$ cat src/verilog/uart_defines.svh
// UART configuration macros
`ifndef UART_DEFINES_SVH
`define UART_DEFINES_SVH

// clk cycles per oversampling tick, kept small for simulation
`define UART_CLKS_PER_OVS 4

// oversampling ticks per bit time
`define UART_OVERSAMPLE 16

// data bits per frame, sent lsb first
`define UART_DATA_BITS 8

// entries in each of the tx and rx fifos
`define UART_FIFO_DEPTH 4

`endif
$ cat src/verilog/uart_pkg.sv
// UART payload types
`default_nettype none

`include "uart_defines.svh"

package uart_pkg;

    // byte handed to the transmitter
    typedef struct packed {
        logic [`UART_DATA_BITS-1:0] data;  // payload byte
    } tx_word_t;

    // received byte with its line status
    typedef struct packed {
        logic [`UART_DATA_BITS-1:0] data;  // payload byte, lsb was first on the line
        logic                       parity_err;  // odd count over data plus parity
        logic                       frame_err;   // stop bit sampled low
    } rx_word_t;

endpackage

`default_nettype wire

$ cat src/verilog/uart_core.sv
// UART core top level
`timescale 1ns/1ps
`default_nettype none

module uart_core (
    input  logic               clk,
    input  logic               reset,
    input  logic               i_tx_valid,  // writer side
    input  uart_pkg::tx_word_t i_tx_word,
    output logic               o_tx_ready,
    output logic               o_serial,    // tx line
    input  logic               i_serial,    // rx line
    output logic               o_rx_valid,  // consumer side
    output uart_pkg::rx_word_t o_rx_word,
    input  logic               i_rx_ready
);

    logic               ovs_tick;   // receiver sampling strobe
    logic               bit_tick;   // transmitter shift strobe
    logic               txf_valid;  // tx fifo head toward the transmitter
    uart_pkg::tx_word_t txf_word;
    logic               tx_ready;   // transmitter idle
    logic               rx_valid;   // receiver push strobe
    uart_pkg::rx_word_t rx_word;

    uart_baud_gen u_baud_gen (
        .clk        (clk),
        .reset      (reset),
        .o_ovs_tick (ovs_tick),
        .o_bit_tick (bit_tick)
    );

    uart_fifo #(
        .payload_t (uart_pkg::tx_word_t)
    ) u_tx_fifo (
        .clk     (clk),
        .reset   (reset),
        .i_valid (i_tx_valid),
        .i_data  (i_tx_word),
        .o_ready (o_tx_ready),
        .o_valid (txf_valid),
        .o_data  (txf_word),
        .i_ready (tx_ready)
    );

    uart_tx u_tx (
        .clk        (clk),
        .reset      (reset),
        .i_bit_tick (bit_tick),
        .i_valid    (txf_valid),
        .i_word     (txf_word),
        .o_ready    (tx_ready),
        .o_serial   (o_serial)
    );

    uart_rx u_rx (
        .clk        (clk),
        .reset      (reset),
        .i_ovs_tick (ovs_tick),
        .i_serial   (i_serial),
        .o_valid    (rx_valid),
        .o_word     (rx_word)
    );

    // the receiver does not wait, a full fifo drops the frame
    uart_fifo #(
        .payload_t (uart_pkg::rx_word_t)
    ) u_rx_fifo (
        .clk     (clk),
        .reset   (reset),
        .i_valid (rx_valid),
        .i_data  (rx_word),
        .o_ready (),
        .o_valid (o_rx_valid),
        .o_data  (o_rx_word),
        .i_ready (i_rx_ready)
    );

endmodule

`default_nettype wire

$ cat src/verilog/uart_rx.sv
// UART oversampling receiver
`timescale 1ns/1ps
`default_nettype none

`include "uart_defines.svh"

module uart_rx (
    input  logic               clk,
    input  logic               reset,
    input  logic               i_ovs_tick,  // 16 per bit time
    input  logic               i_serial,    // asynchronous line
    output logic               o_valid,     // one cycle per received frame
    output uart_pkg::rx_word_t o_word
);

    localparam int DATA_W = `UART_DATA_BITS;
    localparam int OVS = `UART_OVERSAMPLE;
    localparam int OVS_W = (OVS > 1) ? $clog2(OVS) : 1;
    localparam int IDX_W = $clog2(DATA_W + 1);  // data bits plus the parity bit

    typedef enum logic [1:0] {
        ST_IDLE,
        ST_START,
        ST_DATA,
        ST_STOP
    } state_t;

    state_t            state;
    logic [1:0]        sync_q;     // two flop synchronizer
    logic              line;       // synchronized line
    logic              line_prev;  // line at the previous ovs tick
    logic [OVS_W-1:0]  ovs_cnt;    // ovs ticks since the last sample point
    logic [IDX_W-1:0]  bit_idx;    // bits sampled after the start bit
    logic [DATA_W-1:0] data_sr;    // lsb first, shifts in from the top
    logic              par_acc;    // xor over data and parity bits

    assign line = sync_q[1];

    always_ff @(posedge clk) begin
        if (reset) begin
            sync_q <= 2'b11;  // line idles high
        end else begin
            sync_q <= {sync_q[0], i_serial};
        end
    end

    always_ff @(posedge clk) begin
        if (reset) begin
            state     <= ST_IDLE;
            line_prev <= 1'b1;
            ovs_cnt   <= '0;
            bit_idx   <= '0;
            par_acc   <= 1'b0;
            o_valid   <= 1'b0;
        end else begin
            o_valid <= 1'b0;  // push strobe default
            if (i_ovs_tick) begin
                line_prev <= line;
                case (state)
                    ST_IDLE: begin
                        if (line_prev && !line) begin  // falling edge seen
                            state   <= ST_START;
                            ovs_cnt <= '0;
                        end
                    end
                    ST_START: begin
                        if (line) begin
                            state <= ST_IDLE;  // glitch, back high before mid bit
                        end else if (ovs_cnt == OVS_W'(OVS / 2 - 1)) begin
                            state   <= ST_DATA;  // mid start bit confirmed
                            ovs_cnt <= '0;
                            bit_idx <= '0;
                            par_acc <= 1'b0;
                        end else begin
                            ovs_cnt <= ovs_cnt + 1'b1;
                        end
                    end
                    ST_DATA: begin
                        if (ovs_cnt == OVS_W'(OVS - 1)) begin  // one bit time later
                            ovs_cnt <= '0;
                            par_acc <= par_acc ^ line;
                            if (bit_idx == IDX_W'(DATA_W)) begin
                                state <= ST_STOP;  // that was the parity bit
                            end else begin
                                data_sr <= {line, data_sr[DATA_W-1:1]};
                                bit_idx <= bit_idx + 1'b1;
                            end
                        end else begin
                            ovs_cnt <= ovs_cnt + 1'b1;
                        end
                    end
                    ST_STOP: begin
                        if (ovs_cnt == OVS_W'(OVS - 1)) begin  // mid stop bit
                            state             <= ST_IDLE;
                            o_valid           <= 1'b1;
                            o_word.data       <= data_sr;
                            o_word.parity_err <= par_acc;  // odd total is an error
                            o_word.frame_err  <= !line;    // stop must be high
                        end else begin
                            ovs_cnt <= ovs_cnt + 1'b1;
                        end
                    end
                    default: state <= ST_IDLE;
                endcase
            end
        end
    end

endmodule

`default_nettype wire

$ cat src/verilog/uart_tx.sv
// UART transmitter
`timescale 1ns/1ps
`default_nettype none

`include "uart_defines.svh"

module uart_tx (
    input  logic               clk,
    input  logic               reset,
    input  logic               i_bit_tick,  // one pulse per bit time
    input  logic               i_valid,
    input  uart_pkg::tx_word_t i_word,
    output logic               o_ready,     // low while a frame is in flight
    output logic               o_serial     // idles high
);

    localparam int DATA_W = `UART_DATA_BITS;

    // guard bit on top of stop, parity, data and start
    localparam int FRAME_W = DATA_W + 4;

    // piso register, bit 0 goes out first and zeros fill from the top
    logic [FRAME_W-1:0] shift_reg;
    logic               busy;    // register still holds frame bits
    logic               load;    // word accepted this cycle
    logic               parity;  // even parity over the byte

    // an all zero register means every bit has been shifted out
    assign busy    = (shift_reg != '0);
    assign o_ready = !busy;
    assign load    = i_valid && o_ready;
    assign parity  = ^i_word.data;  // makes data plus parity even

    // The guard bit is high like the idle line. It reaches o_serial one bit
    // time after the stop bit, and the register empties on that same tick,
    // so busy covers the full stop bit and the line stays high afterwards.
    always_ff @(posedge clk) begin
        if (reset) begin
            shift_reg <= '0;    // empty, not busy
            o_serial  <= 1'b1;  // idle level
        end else if (load) begin
            shift_reg <= {1'b1, 1'b1, parity, i_word.data, 1'b0};  // guard, stop, par, data, start
        end else if (i_bit_tick && busy) begin
            shift_reg <= {1'b0, shift_reg[FRAME_W-1:1]};  // zero fill marks progress
            o_serial  <= shift_reg[0];                    // next bit onto the line
        end
    end

endmodule

`default_nettype wire

$ cat src/verilog/uart_fifo.sv
// UART valid/ready FIFO
`timescale 1ns/1ps
`default_nettype none

`include "uart_defines.svh"

module uart_fifo #(
    parameter type payload_t = logic [7:0]
) (
    input  logic     clk,
    input  logic     reset,
    input  logic     i_valid,  // write side
    input  payload_t i_data,
    output logic     o_ready,
    output logic     o_valid,  // read side
    output payload_t o_data,
    input  logic     i_ready
);

    localparam int DEPTH = `UART_FIFO_DEPTH;
    localparam int PTR_W = (DEPTH > 1) ? $clog2(DEPTH) : 1;
    localparam int CNT_W = $clog2(DEPTH + 1);

    payload_t         mem [DEPTH];  // circular storage
    logic [PTR_W-1:0] wr_ptr;
    logic [PTR_W-1:0] rd_ptr;
    logic [CNT_W-1:0] count;        // occupied entries
    logic             push;
    logic             pop;

    // pointer advance with wrap at DEPTH, works for any depth
    function automatic logic [PTR_W-1:0] next_ptr(input logic [PTR_W-1:0] ptr);
        if (ptr == PTR_W'(DEPTH - 1)) begin
            return '0;
        end
        return ptr + 1'b1;
    endfunction

    assign o_ready = (count != CNT_W'(DEPTH));  // low only when full
    assign o_valid = (count != '0);              // low only when empty
    assign o_data  = mem[rd_ptr];                // head entry
    assign push    = i_valid && o_ready;
    assign pop     = o_valid && i_ready;

    always_ff @(posedge clk) begin
        if (push) begin
            mem[wr_ptr] <= i_data;
        end
    end

    always_ff @(posedge clk) begin
        if (reset) begin
            wr_ptr <= '0;
            rd_ptr <= '0;
            count  <= '0;
        end else begin
            if (push) begin
                wr_ptr <= next_ptr(wr_ptr);
            end
            if (pop) begin
                rd_ptr <= next_ptr(rd_ptr);  // slot freed at this edge
            end
            case ({push, pop})
                2'b10:   count <= count + 1'b1;
                2'b01:   count <= count - 1'b1;
                default: count <= count;     // none, or both at once
            endcase
        end
    end

endmodule

`default_nettype wire

$ cat src/verilog/uart_baud_gen.sv
// UART baud tick generator
`timescale 1ns/1ps
`default_nettype none

`include "uart_defines.svh"

module uart_baud_gen (
    input  logic clk,
    input  logic reset,
    output logic o_ovs_tick,  // one clk wide, every CLKS_PER_OVS cycles
    output logic o_bit_tick   // one clk wide, coincides with every 16th ovs tick
);

    localparam int CLKS = `UART_CLKS_PER_OVS;
    localparam int OVS = `UART_OVERSAMPLE;
    localparam int CLK_W = (CLKS > 1) ? $clog2(CLKS) : 1;
    localparam int OVS_W = (OVS > 1) ? $clog2(OVS) : 1;

    logic [CLK_W-1:0] clk_cnt;  // clk cycles within one ovs period
    logic [OVS_W-1:0] ovs_cnt;  // ovs ticks within one bit period

    always_ff @(posedge clk) begin
        if (reset) begin
            clk_cnt    <= '0;
            ovs_cnt    <= '0;
            o_ovs_tick <= 1'b0;
            o_bit_tick <= 1'b0;
        end else begin
            o_ovs_tick <= 1'b0;  // strobes default low
            o_bit_tick <= 1'b0;
            if (clk_cnt == CLK_W'(CLKS - 1)) begin
                clk_cnt    <= '0;
                o_ovs_tick <= 1'b1;
                if (ovs_cnt == OVS_W'(OVS - 1)) begin
                    ovs_cnt    <= '0;
                    o_bit_tick <= 1'b1;  // last ovs tick of the bit
                end else begin
                    ovs_cnt <= ovs_cnt + 1'b1;
                end
            end else begin
                clk_cnt <= clk_cnt + 1'b1;
            end
        end
    end

endmodule

`default_nettype wire

$ cat config.mk
export PLATFORM = sky130hd
export DESIGN_NAME = uart_core
export DESIGN_NICKNAME = d
export VERILOG_FILES = /design/src/verilog/uart_pkg.sv /design/src/verilog/uart_core.sv /design/src/verilog/uart_rx.sv /design/src/verilog/uart_tx.sv /design/src/verilog/uart_fifo.sv /design/src/verilog/uart_baud_gen.sv
export VERILOG_INCLUDE_DIRS = /design/src /design/src/verilog
export SDC_FILE = /design/constraint.sdc
export NUM_CORES = 1
export LEC_CHECK = 0
export ABC_CLOCK_PERIOD_IN_PS = 3600
export BUFFER_PORTS_ARGS = -buffer_cell sky130_fd_sc_hd__clkbuf_2
export CAP_MARGIN = 25
export CORE_MARGIN = 1
export CORE_UTILIZATION = 45
export CTS_CLUSTER_DIAMETER = 40
export DETAILED_ROUTE_END_ITERATION = 8
export GPL_ROUTABILITY_DRIVEN = 0
export HOLD_SLACK_MARGIN = 0.02
export MAX_ROUTING_LAYER = met4
export PLACE_DENSITY = 0.71
export SLEW_MARGIN = 0
export SYNTH_ARGS = -nofsm -noshare
export SYNTH_HDL_FRONTEND = slang
export SYNTH_SLANG_ARGS = --single-unit
$ cat constraint.sdc
create_clock -name clk -period 3.6 [get_ports clk]
set_clock_uncertainty 0.15 [all_clocks]
set_input_delay 0.72 -clock clk [delete_from_list [all_inputs] [get_ports clk]]
set_output_delay 0.72 -clock clk [all_outputs]
set_load 0.01 [all_outputs]
# Yosys cells after proc, flatten, opt, wreduce, memory -nomap -nowiden
# Memories as Yosys holds them, arrays and structs flattened. A register that Yosys moved wholly into a read port is not among the register bits.
# Index checks and enable logic that the tools add are counted.
[totals]
input_bits = 13
word_cells = 158
regBits = 68
mem_bits_ro = 0
mem_bits_rw = 72
latch_bits = 0
out_inout_bits = 13
n_memories = 2
[op_classes]
bitwise_logic = 7
multipliers = 0
n_lt_le_gt_ge = 0
n_eq_ne = 27
add_sub_neg = 12
n_reduce_logical = 28
muxes = 58
n_div = 0
shift = 0
[mem_list]
columns = ["memory", "depth", "word_bits", "rd", "rd_clocked_by_memory_dff", "write_ports", "line_no", "rtl"]
rows = [
  ["u_rx_fifo.mem", 4, 10, 1, 1, 1, "uart_fifo.sv:24", "payload_t mem [DEPTH];"],
  ["u_tx_fifo.mem", 4, 8, 1, 1, 1, "uart_fifo.sv:24", ""],
]
[ops]
columns = ["op", "n"]
rows = [
  ["two-way mux 4 bit", 10],
  ["two-way mux 2 bit", 18],
  ["two-way mux 12 bit", 2],
  ["two-way mux 1 bit", 22],
  ["equality test 2 bit (second input constant)", 9],
  ["one-hot mux 4 bit (4 select lines)", 1],
  ["adder 4 x 1 -> 4 bit (second input constant)", 3],
  ["equality test 4 bit (second input constant)", 3],
  ["one-hot mux 3 bit (2 select lines)", 2],
  ["AND reduction 6 bit", 2],
  ["nonzero test 12 bit", 1],
  ["adder 2 x 1 -> 2 bit (second input constant)", 5],
  ["!= test 2 x 1 -> 1 bit (second input constant)", 5],
  ["AND reduction 5 bit", 2],
  ["one-hot mux 2 bit (4 select lines)", 1],
  ["one-hot mux 4 bit (2 select lines)", 1],
  ["AND reduction 4 bit", 2],
  ["nonzero test 2 bit", 4],
  ["XOR reduction 8 bit", 1],
  ["adder 3 x 1 -> 3 bit (second input constant)", 2],
  ["equality test 2 x 1 -> 1 bit (second input constant)", 3],
  ["logical AND 1 bit", 6],
  ["!= test 2 bit (second input constant)", 3],
  ["!= test 3 bit (second input constant)", 2],
  ["other kinds (12)", 22],
]

# Logic depth before layout (Yosys ltp)
# Gate-level depths: netlist (run 1).
[logic_depth]
depth_word = 8
mapped_depth = 9
ltp_nobuf = 9

# Hierarchy
# From an unflattened synthesis (run 1), not the netlist that was laid out.
[hier_totals]
cells_unflattened = 407
area_unflattened_um2 = 5864.4
[modules_own_cells]
columns = ["module", "cells_each", "seq_area_each_um2", "n_inst", "area_each_um2"]
rows = [
  ["uart_fifo at u_rx_fifo", 104, 1381.3, 1, 1931.9],
  ["uart_fifo at u_tx_fifo", 94, 1141.1, 1, 1646.6],
  ["uart_rx", 114, 840.8, 1, 1368.8],
  ["uart_tx", 65, 260.2, 1, 610.6],
  ["uart_baud_gen", 30, 160.2, 1, 306.5],
]

# Worst setup path before layout (run 1)
# Ideal clock, no wire load.
[synth_path]
path_kind = "register to register"
from = "register u_tx.shift_reg[1]"
to = "register u_tx_fifo.count[2]"
arrival_ns = 2.610
synth_period_minus_slack_ns = 2.830
n_path_buf = 1
path_stages_with_launch = 10
t_required_ns = 3.380
setup_time_ns = 0.070
setup_slack_ns = 0.770
path_cell_list = "dfxtp_1 -> or4_4 -> nor4_4 -> buf_6 -> ha_1 -> inv_1 -> fa_1 -> xor2_1 -> or3_1 -> a21oi_1"
[synth_via]
elab_chain_cells = 5
word_cells_on_any_way = 7
cone_classes = "2 x eq/ne; 1 x mux; 4 x reduce/logical"
[synth_lines]
columns = ["item", "line_no", "rtl"]
rows = [
  ["from (decl)", "uart_tx.sv:23", "logic [FRAME_W-1:0] shift_reg;"],
  ["from (signal assigned)", "uart_tx.sv:42", "shift_reg <= {1'b1, 1'b1, parity, i_word.data, 1'b0};"],
  ["from (signal assigned)", "uart_tx.sv:44", "shift_reg <= {1'b0, shift_reg[FRAME_W-1:1]};"],
  ["nonzero test 12 bit (*)", "uart_tx.sv:29", "assign busy = (shift_reg != '0);"],
  ["logical NOT 1 bit (*)", "uart_tx.sv:30", "assign o_ready = !busy;"],
  ["logical AND 1 bit (*)", "--", ""],
  ["net u_tx.load", "uart_tx.sv:25", "logic load;"],
  ["equality test 2 x 1 -> 1 bit or equality test 2 bit (tied branches)", "uart_fifo.sv:63", "case ({push, pop})"],
  ["one-hot mux 3 bit (2 select lines) or nonzero test 2 bit (tied branches)", "--", ""],
  ["to (signal assigned)", "uart_fifo.sv:64", "2'b10: count <= count + 1'b1;"],
  ["to (signal assigned)", "uart_fifo.sv:65", "2'b01: count <= count - 1'b1;"],
  ["to (signal assigned)", "uart_fifo.sv:66", "default: count <= count;"],
  ["to (decl)", "uart_fifo.sv:27", "logic [CNT_W-1:0] count;"],
]
# The timed path passes the listed nets; every way through them passes the cells marked *.
# A chain may end at the register's enable or synchronous reset.

# Worst setup path in the final report (run 1)
[layout_path]
from = "register u_tx.shift_reg[1]"
to = "register u_tx_fifo.count[2]"
[layout_via]
elab_chain_cells = 5
word_cells_on_any_way = 7
cone_classes = "2 x eq/ne; 1 x mux; 4 x reduce/logical"
[layout_lines]
columns = ["item", "line_no", "rtl"]
rows = [
  ["nonzero test 12 bit (*)", "uart_tx.sv:29", ""],
  ["logical NOT 1 bit (*)", "uart_tx.sv:30", ""],
  ["logical AND 1 bit (*)", "uart_fifo.sv:43", "assign pop = o_valid && i_ready;"],
  ["equality test 2 x 1 -> 1 bit or equality test 2 bit (tied branches)", "uart_fifo.sv:63", ""],
  ["one-hot mux 3 bit (2 select lines) or nonzero test 2 bit (tied branches)", "--", ""],
]
# Every way passes the cells marked *; elsewhere a longest branch is shown, timed or not.

==> impl_metrics.toml, run 1 <==
[critical_path]
cp.arrival_ns = 3.05
crit_fanout = 15
critPathKind = "reg2reg"
critical_path_required_ns = 3.80
critPathLaunchType = "register"
r2r_cells = 9
end_kind = "register"

[status]
status = "finished, final reports clean"

[timing]
rsz0062_at_grt = "no"
setup_viol = 0
finalHoldViolations = 0
finalSetupTns_ns = 0
max_freq_ghz = 0.350
worst_pin_slew_ns = 0.747
post-route-period-util = 0.793
layout_min_cycle_time_ns = 2.86
slew_headroom = 0.500
report.final.slew_viol_count = 0

[clock_network]
cts.repair.resized = 0
clock_sinks = 144
path_clk_slew_ns = 0.06
holdBufCountCts = 0
cts_buffers = 17
cts-htree-levels = 4
postCtsSetupBuffers = 0
cts_tree = "done"
clk_latency_ns = 0.42
cts_buffer_depth = 2
cts_root_buffer = "clkbuf_16"

[cells_and_area]
final_cell_area_mm2 = 0.00668
layout_common_cells = "90 x edfxtp_1, 54 x dfxtp_1, 40 x nor2_1, 26 x a21oi_1, 25 x clkbuf_2"
syn2layout_area_growth_pct = 14.7
drive_gt1_frac = 0.182
final_common_cell = "edfxtp_1"
final_nets = 484
ff_latch_area_mm2 = 0.00378
fill_cells = 1069
diodes = 0
largest_reg_flops = 40
multiInputGateArea_mm2 = 0.00188

[global_routing]
grt_pass1_vias = 3248
grt_max_degree = 46
antenna_found_initial = 0
overflow = 0
grt_pass1_wl_um = 15300
grtUsageTotal = 0.161

[placed_design]
dpl-instance-area_mm2 = 0.00611
post-dp-hpwl_um = 6080
io_buffers = 25

[yosys]
synth.area.top_cells = "edfxtp_1 46%, dfxtp_1 19%, mux4_2 7.0%"
synth_cell_types = 51
synth_top_area_frac = 0.464
syn_area_mm2 = 0.00582
ys_seq_area_frac = 0.650
synthCells = 415
synth_top_area_cell = "edfxtp_1"
synth_edf_count = 90
synthArstFlopShare = 0
avgSynthCellArea_um2 = 14.0
ys_seq_elements = 144
yosysWarnings = 0
synth_nets = 451
synth_ff_type = "edfxtp_1"

[routing]
vias_per_cell = 5.21
drcViolationCount = 0
drt-initial-drc-count = 172
routed_wl_um = 9310
via_count = 3295
antenna_left = 0
drtPass1Iterations = 4
routedWlPerCell_um = 14.7

[floorplanning]
start_util = 0.461
fp.dieArea_mm2 = 0.0134
fp.dieH_um = 116
row_count = 41
fp.dieW_um = 116
io_pins = 26
core_mm2 = 0.0126

[flow_run]
maxCapViolCount = 0

[pwr]
leakage_nw = 2.28
vdd_drop_max_v = 0.000526
p_per_area_mw_per_mm2 = 660

[worst_hold_path]
hold_depth = 0
hp-class = "reg2reg"
metal layers:
layer,wire length (µm),global-route usage,share of wire,vias up
met5,0,-,0,-
met4,184,0.0778,0.020,0
met3,283,0.0492,0.030,18
met2,4910,0.280,0.53,58
met1,3930,0.165,0.42,1604
li1,-,-,-,1615
kinds of logic (layout without fill, tap and decap cells):
kind of cell	Yosys count	after routing	share of synthesized area
xor+xnor	12	12	0.0181
simple gates	110	110	0.0965
buf+inv	36	82	0.0269
compound gates	58	58	0.0628
flops	144	144	0.650
fa+ha+maj	23	23	0.0520
mux	32	32	0.0939
per-stage QoR:
step	instances	setup WS, ns	hold WS (ns)	util	total power, mW
2_1_floorplan	415	0.770	0.239	-	2.66
3_3_place_gp	601	0.813	0.255	0.484	2.76
3_5_place_dp	601	0.748	0.268	0.484	2.79
4_1_cts	633	0.723	0.281	0.529	4.45
5_1_grt	633	0.597	0.294	0.529	4.60
6_report	633	0.744	0.275	0.529	4.41
final cells by class:
class | instances | share of cell area
Clock buffer | 18 | 0.0643
Clock inverter | 14 | 0.0212
Inverter | 23 | 0.0129
Multi-Input combinational cell | 235 | 0.282
Sequential cell | 144 | 0.567
Tap cell | 172 | 0.0322
Timing Repair Buffer | 27 | 0.0210
worst max-delay path, cell delays in order (launching register included):
cell and delay (ns):
dfxtp_1 0.32, or4_4 0.55, nor4_4 0.27, buf_4 0.24
ha_1 0.21, inv_1 0.06, fa_1 0.37, xor2_1 0.16
or3_1 0.31, a21oi_1 0.14
Yosys cell counts (all sizes together), types with 3 or more instances:
| master | count |
|---|---|
| inv | 23 |
| a22oi | 3 |
| ha | 21 |
| o211ai | 3 |
| mux4 | 18 |
| xor2 | 6 |
| a21oi | 26 |
| nand2 | 21 |
| nand3 | 5 |
| edfxtp | 90 |
| and2 | 6 |
| nor3 | 8 |
| or3 | 5 |
| and3 | 4 |
| nor2 | 40 |
| xnor2 | 6 |
| o21ai | 10 |
| mux2i | 13 |
| dfxtp | 54 |
| or4 | 5 |
| buf | 5 |
| nand3b | 3 |
| clkbuf | 8 |
where the power goes:
group          switching, mW  internal [mW]
combinational          0.380          0.385
clock                  0.650           1.01
sequential             0.105           1.87
worst paths after layout:
kind                                        start            endpoint  slack (ns)
worst min-delay path              u_rx.data_sr[0]      u_rx.o_word[2]        0.28
worst max register to register  u_tx.shift_reg[1]  u_tx_fifo.count[2]        0.74
worst max-delay path            u_tx.shift_reg[1]  u_tx_fifo.count[2]        0.74
worst min register to register    u_rx.data_sr[0]      u_rx.o_word[2]        0.28
Note: power is estimated with default switching activity, not from simulation.
==> run 2: changes to the inputs <==
Settings changed: ABC_CLOCK_PERIOD_IN_PS 3600 to 2790.
Clock period 3.6 ns to 2.79 ns, I/O delays scaled along.
==> run 2 against run 1 <==
Combinational power is 44% higher. Maximum frequency rose by 7.8%. Clock-buffer cell count rose by 1. Die area did not move. Critical path depth is 1 lower. Register-to-register slack worse by 0.60 ns. Sequential power is 27% higher. Sequential cell count did not move. Global-route usage rose by 0.69 points. Power grew 31%. Worst hold slack got worse by 0.11 ns. Sequential share of layout area fell by 0.38 points.
==> impl_metrics.toml, run 2 (synthesis results as in run 1) <==
[status]
status = "finished, final reports clean"

[pwr]
p_comb_frac = 0.189
p_int_mw = 4.26
switchingPower_mw = 1.52
swShare = 0.263
clockPowerShare = 0.374
pwr-share-seq = 0.437
vdd_drop_max_v = 0.000379
p_per_area_mw_per_mm2 = 860
leakage_nw = 2.31

[timing]
layout_min_cycle_time_ns = 2.65
whs_ns = 0.167
fin_ws_ns = 0.141
post-route-period-util = 0.949
finalHoldViolations = 0
setup_viol = 0
slew_headroom = 0.638
max_freq_ghz = 0.378
finalSetupTns_ns = 0
worst_pin_slew_ns = 0.542
rsz0062_at_grt = "no"
report.final.slew_viol_count = 0

[floorplanning]
fp.dieArea_mm2 = 0.0134
core_mm2 = 0.0126
start_util = 0.461
fp.dieW_um = 116
fp.dieH_um = 116
row_count = 41
io_pins = 26

[global_routing]
grt_pass1_vias = 3391
grt_pass1_wl_um = 16000
grt_max_degree = 46
overflow = 0
grtUsageTotal = 0.167
antenna_found_initial = 0

[cells_and_area]
multiInputGateArea_mm2 = 0.00189
final_common_cell = "edfxtp_1"
layout_common_cells = "90 x edfxtp_1, 54 x dfxtp_1, 40 x nor2_1, 26 x a21oi_1, 25 x clkbuf_2"
fin_util = 0.533
final_nets = 488
syn2layout_area_growth_pct = 15.5
fill_cells = 1038
ff_latch_area_mm2 = 0.00378
largest_reg_flops = 40
drive_gt1_frac = 0.191
diodes = 0

[placed_design]
dp_slack_ns = 0.158
post-dp-hpwl_um = 6310
io_buffers = 25

[critical_path]
crit_fanout = 3
rrSetupSlack_ns = 0.14
critPathKind = "reg2reg"
critPathLaunchType = "register"
critical_path_required_ns = 2.99
cp.arrival_ns = 2.85
end_kind = "register"

[worst_hold_path]
hp-class = "in2reg"

[routing]
drcViolationCount = 0
antenna_left = 0
drtPass1Iterations = 4
via_count = 3293
drt-initial-drc-count = 223
routedWlPerCell_um = 14.8
routed_wl_um = 9440
vias_per_cell = 5.17

[clock_network]
cts.repair.resized = 0
cts_tree = "done"
clock_sinks = 144
cts_root_buffer = "clkbuf_16"
cts_buffers = 17
path_clk_slew_ns = 0.06
holdBufCountCts = 0
clk_latency_ns = 0.42
cts-htree-levels = 4
cts_buffer_depth = 2
postCtsSetupBuffers = 0

[flow_run]
maxCapViolCount = 0
==> run 2: cell types whose count changed in the layout (fill, tap and decap cells not counted), sizes merged <==
cell      before  now
buf            2    6
clkbuf        43   44
clkinv         5    6
clkinvlp       5    4
inv           25   24
==> run 2: through the flow <==
| step | instances | power, mW | cell area, µm² |
|---|---|---|---|
| 2_1_floorplan | 415 | 3.46 | 5830 |
| 3_3_place_gp | 605 | 3.61 | 6150 |
| 3_5_place_dp | 605 | 3.67 | 6150 |
| 4_1_cts | 637 | 5.84 | 6720 |
| 5_1_grt | 637 | 6.05 | 6720 |
| 6_report | 637 | 5.78 | 6720 |
==> run 2: final timing paths <==
path                startpoint                 end  cells after the start
min reg2reg     u_rx.sync_q[0]      u_rx.sync_q[1]                      1
max reg2reg  u_tx.shift_reg[2]  u_tx_fifo.count[2]                      8
min                   i_serial      u_rx.sync_q[0]                      2
max          u_tx.shift_reg[2]  u_tx_fifo.count[2]                      8
==> run 2: per-layer routing <==
| layer | GRT usage | routed length, µm |
|---|---|---|
| met5 | - | 0 |
| met2 | 0.264 | 4640 |
| met3 | 0.0513 | 406 |
| met1 | 0.195 | 4280 |
| met4 | 0.0838 | 119 |
==> run 2: power groups by stage <==
stage                     registers [mW]  clock network (mW)  logic [mW]
final                               2.52                2.16        1.10
after global routing                2.54                2.29        1.22
after CTS                           2.52                2.21        1.11
after detailed placement            2.57                   0        1.10
after global placement              2.55                   0        1.06
after floorplan                     2.53                   0       0.930
==> run 2: cell type report <==
type,count,area share
flip-flops and latches,144,0.563
multi-input cells,235,0.282
clock buffers,19,0.0644
well taps,172,0.0320
repair buffers,31,0.0253
clock inverters,13,0.0208
inverters,23,0.0128
==> run 2: worst max-delay path: stages, from the launching register on <==
cell	delay, ns
dfxtp_1	0.32
or4_4	0.56
nor4_4	0.35
ha_4	0.18
inv_1	0.05
fa_1	0.37
xor2_1	0.15
or3_1	0.30
a21oi_1	0.15
==> run 3: changes to the inputs <==
Settings changed: MAX_ROUTING_LAYER met4 to not set, PLACE_DENSITY 0.71 to 0.61, SLEW_MARGIN 0 to 20.
==> run 3 against run 2 <==
Worst setup slack gained 0.015 ns. Sequential cell count is the same. Worst hold slack gained 0.012 ns. Combinational power is essentially flat. Clock power grew 9.7%. Global-route usage shrank 1.5 points. Wire length shrank 5.5%.
==> impl_metrics.toml, run 3 (synthesis results as in run 1) <==
[status]
status = "finished, final reports clean"

[critical_path]
path_buf_inv = 1
crit_chain = "or4_4 > nor4_4 > ha_4 > inv_1 > fa_1 > xor2_1 > or3_1 > a21oi_1"
critical_path_required_ns = 2.98
crit_fanout = 3
max_stage_delay_ns = 0.56
cp.arrival_ns = 2.83
critPathLaunchType = "register"
end_kind = "register"
critPathKind = "reg2reg"
critPathSlowestCell = "or4_4"
critPathTopFamily = "simple AND/OR/NAND/NOR gates"

[flow_run]
maxCapViolCount = 0

[timing]
post-route-period-util = 0.944
layout_min_cycle_time_ns = 2.63
finalSetupTns_ns = 0
max_freq_ghz = 0.380
setup_viol = 0
finalHoldViolations = 0
report.final.slew_viol_count = 0
worst_pin_slew_ns = 0.563
slew_headroom = 0.624
rsz0062_at_grt = "no"
fin_ws_ns = 0.156

[global_routing]
grt_pass1_vias = 3252
grt_max_degree = 46
overflow = 0
grt_pass1_wl_um = 15200
antenna_found_initial = 0
grtUsageTotal = 0.153

[clock_network]
path_clk_slew_ns = 0.06
cts_root_buffer = "clkbuf_16"
cts.repair.resized = 0
cts_tree = "done"
clk_latency_ns = 0.41
cts-htree-levels = 4
holdBufCountCts = 0
cts_buffer_depth = 2
postCtsSetupBuffers = 0
cts_buffers = 17
clock_sinks = 144

[cells_and_area]
syn2layout_area_growth_pct = 16.5
drive_gt1_frac = 0.191
fin_util = 0.537
largest_reg_flops = 40
instances_no_fill = 637
layout_common_cells = "90 x edfxtp_1, 54 x dfxtp_1, 40 x nor2_1, 26 x a21oi_1, 25 x clkbuf_2"
diodes = 0
final_nets = 488
fill_cells = 1060
final_common_cell = "edfxtp_1"

[routing]
drt-initial-drc-count = 171
wl_met3_um = 247
met1_length_um = 4230
routed_wl_um = 8920
vias_per_cell = 5.09
routedWlPerCell_um = 14.0
top_layer = "met4"
via_count = 3240
drtPass1Iterations = 5
drcViolationCount = 0
antenna_left = 0
met2RoutedLength_um = 4300

[pwr]
vdd_drop_max_v = 0.000806
leakage_nw = 2.35
p_per_area_mw_per_mm2 = 880
power_mw = 5.97

[worst_hold_path]
hp-class = "in2reg"

[placed_design]
post-dp-hpwl_um = 6060
dp_slack_ns = 0.157
place_inst = 605
io_buffers = 25

[floorplanning]
fp.dieW_um = 116
fp.dieArea_mm2 = 0.0134
start_util = 0.461
row_count = 41
fp.dieH_um = 116
io_pins = 26
core_mm2 = 0.0126
run 3: changes by cell type in the layout (fill, tap and decap cells not counted), sizes merged:
cell,previous run,this run
clkinvlp,4,1
bufinv,2,4
clkbuf,44,47
clkinv,6,4
run 3: area by class of cell:
class                           instances  area [µm²]  area share
Timing Repair Buffer                   31         170      0.0251
Sequential cell                       144        3780       0.558
Clock inverter                         10         156      0.0231
Tap cell                              172         215      0.0317
Clock buffer                           22         474      0.0699
Inverter                               23        86.3      0.0127
Multi-Input combinational cell        235        1890       0.279
run 3: metrics by stage:
step	hold slack, ns	area [µm²]
floorplan	0.239	5830
global placement	0.243	6150
detailed placement	0.255	6150
CTS	0.156	6780
global route	0.177	6780
finish	0.180	6780
run 3: path summary, 6_finish.rpt:
check                                  startpoint  cells past startpoint  slack [ns]            endpoint
worst max-delay path            u_tx.shift_reg[2]                      8        0.16  u_tx_fifo.count[2]
worst min-delay path                     i_serial                      2        0.18      u_rx.sync_q[0]
worst max register to register  u_tx.shift_reg[2]                      8        0.16  u_tx_fifo.count[2]
worst min register to register    u_rx.data_sr[0]                      0        0.27      u_rx.o_word[2]
run 3: per-layer routing:
layer,vias up,global-route usage
li1,1616,-
met1,1574,0.184
met2,35,0.252
met3,15,0.0507
met4,0,0.0667
met5,-,0
run 3: where the power goes:
group	internal (mW)	switching (mW)	total (mW)	leakage, nW
logic	0.531	0.545	1.08	0.783
clock network	1.56	0.811	2.37	0.310
registers	2.42	0.100	2.52	1.25
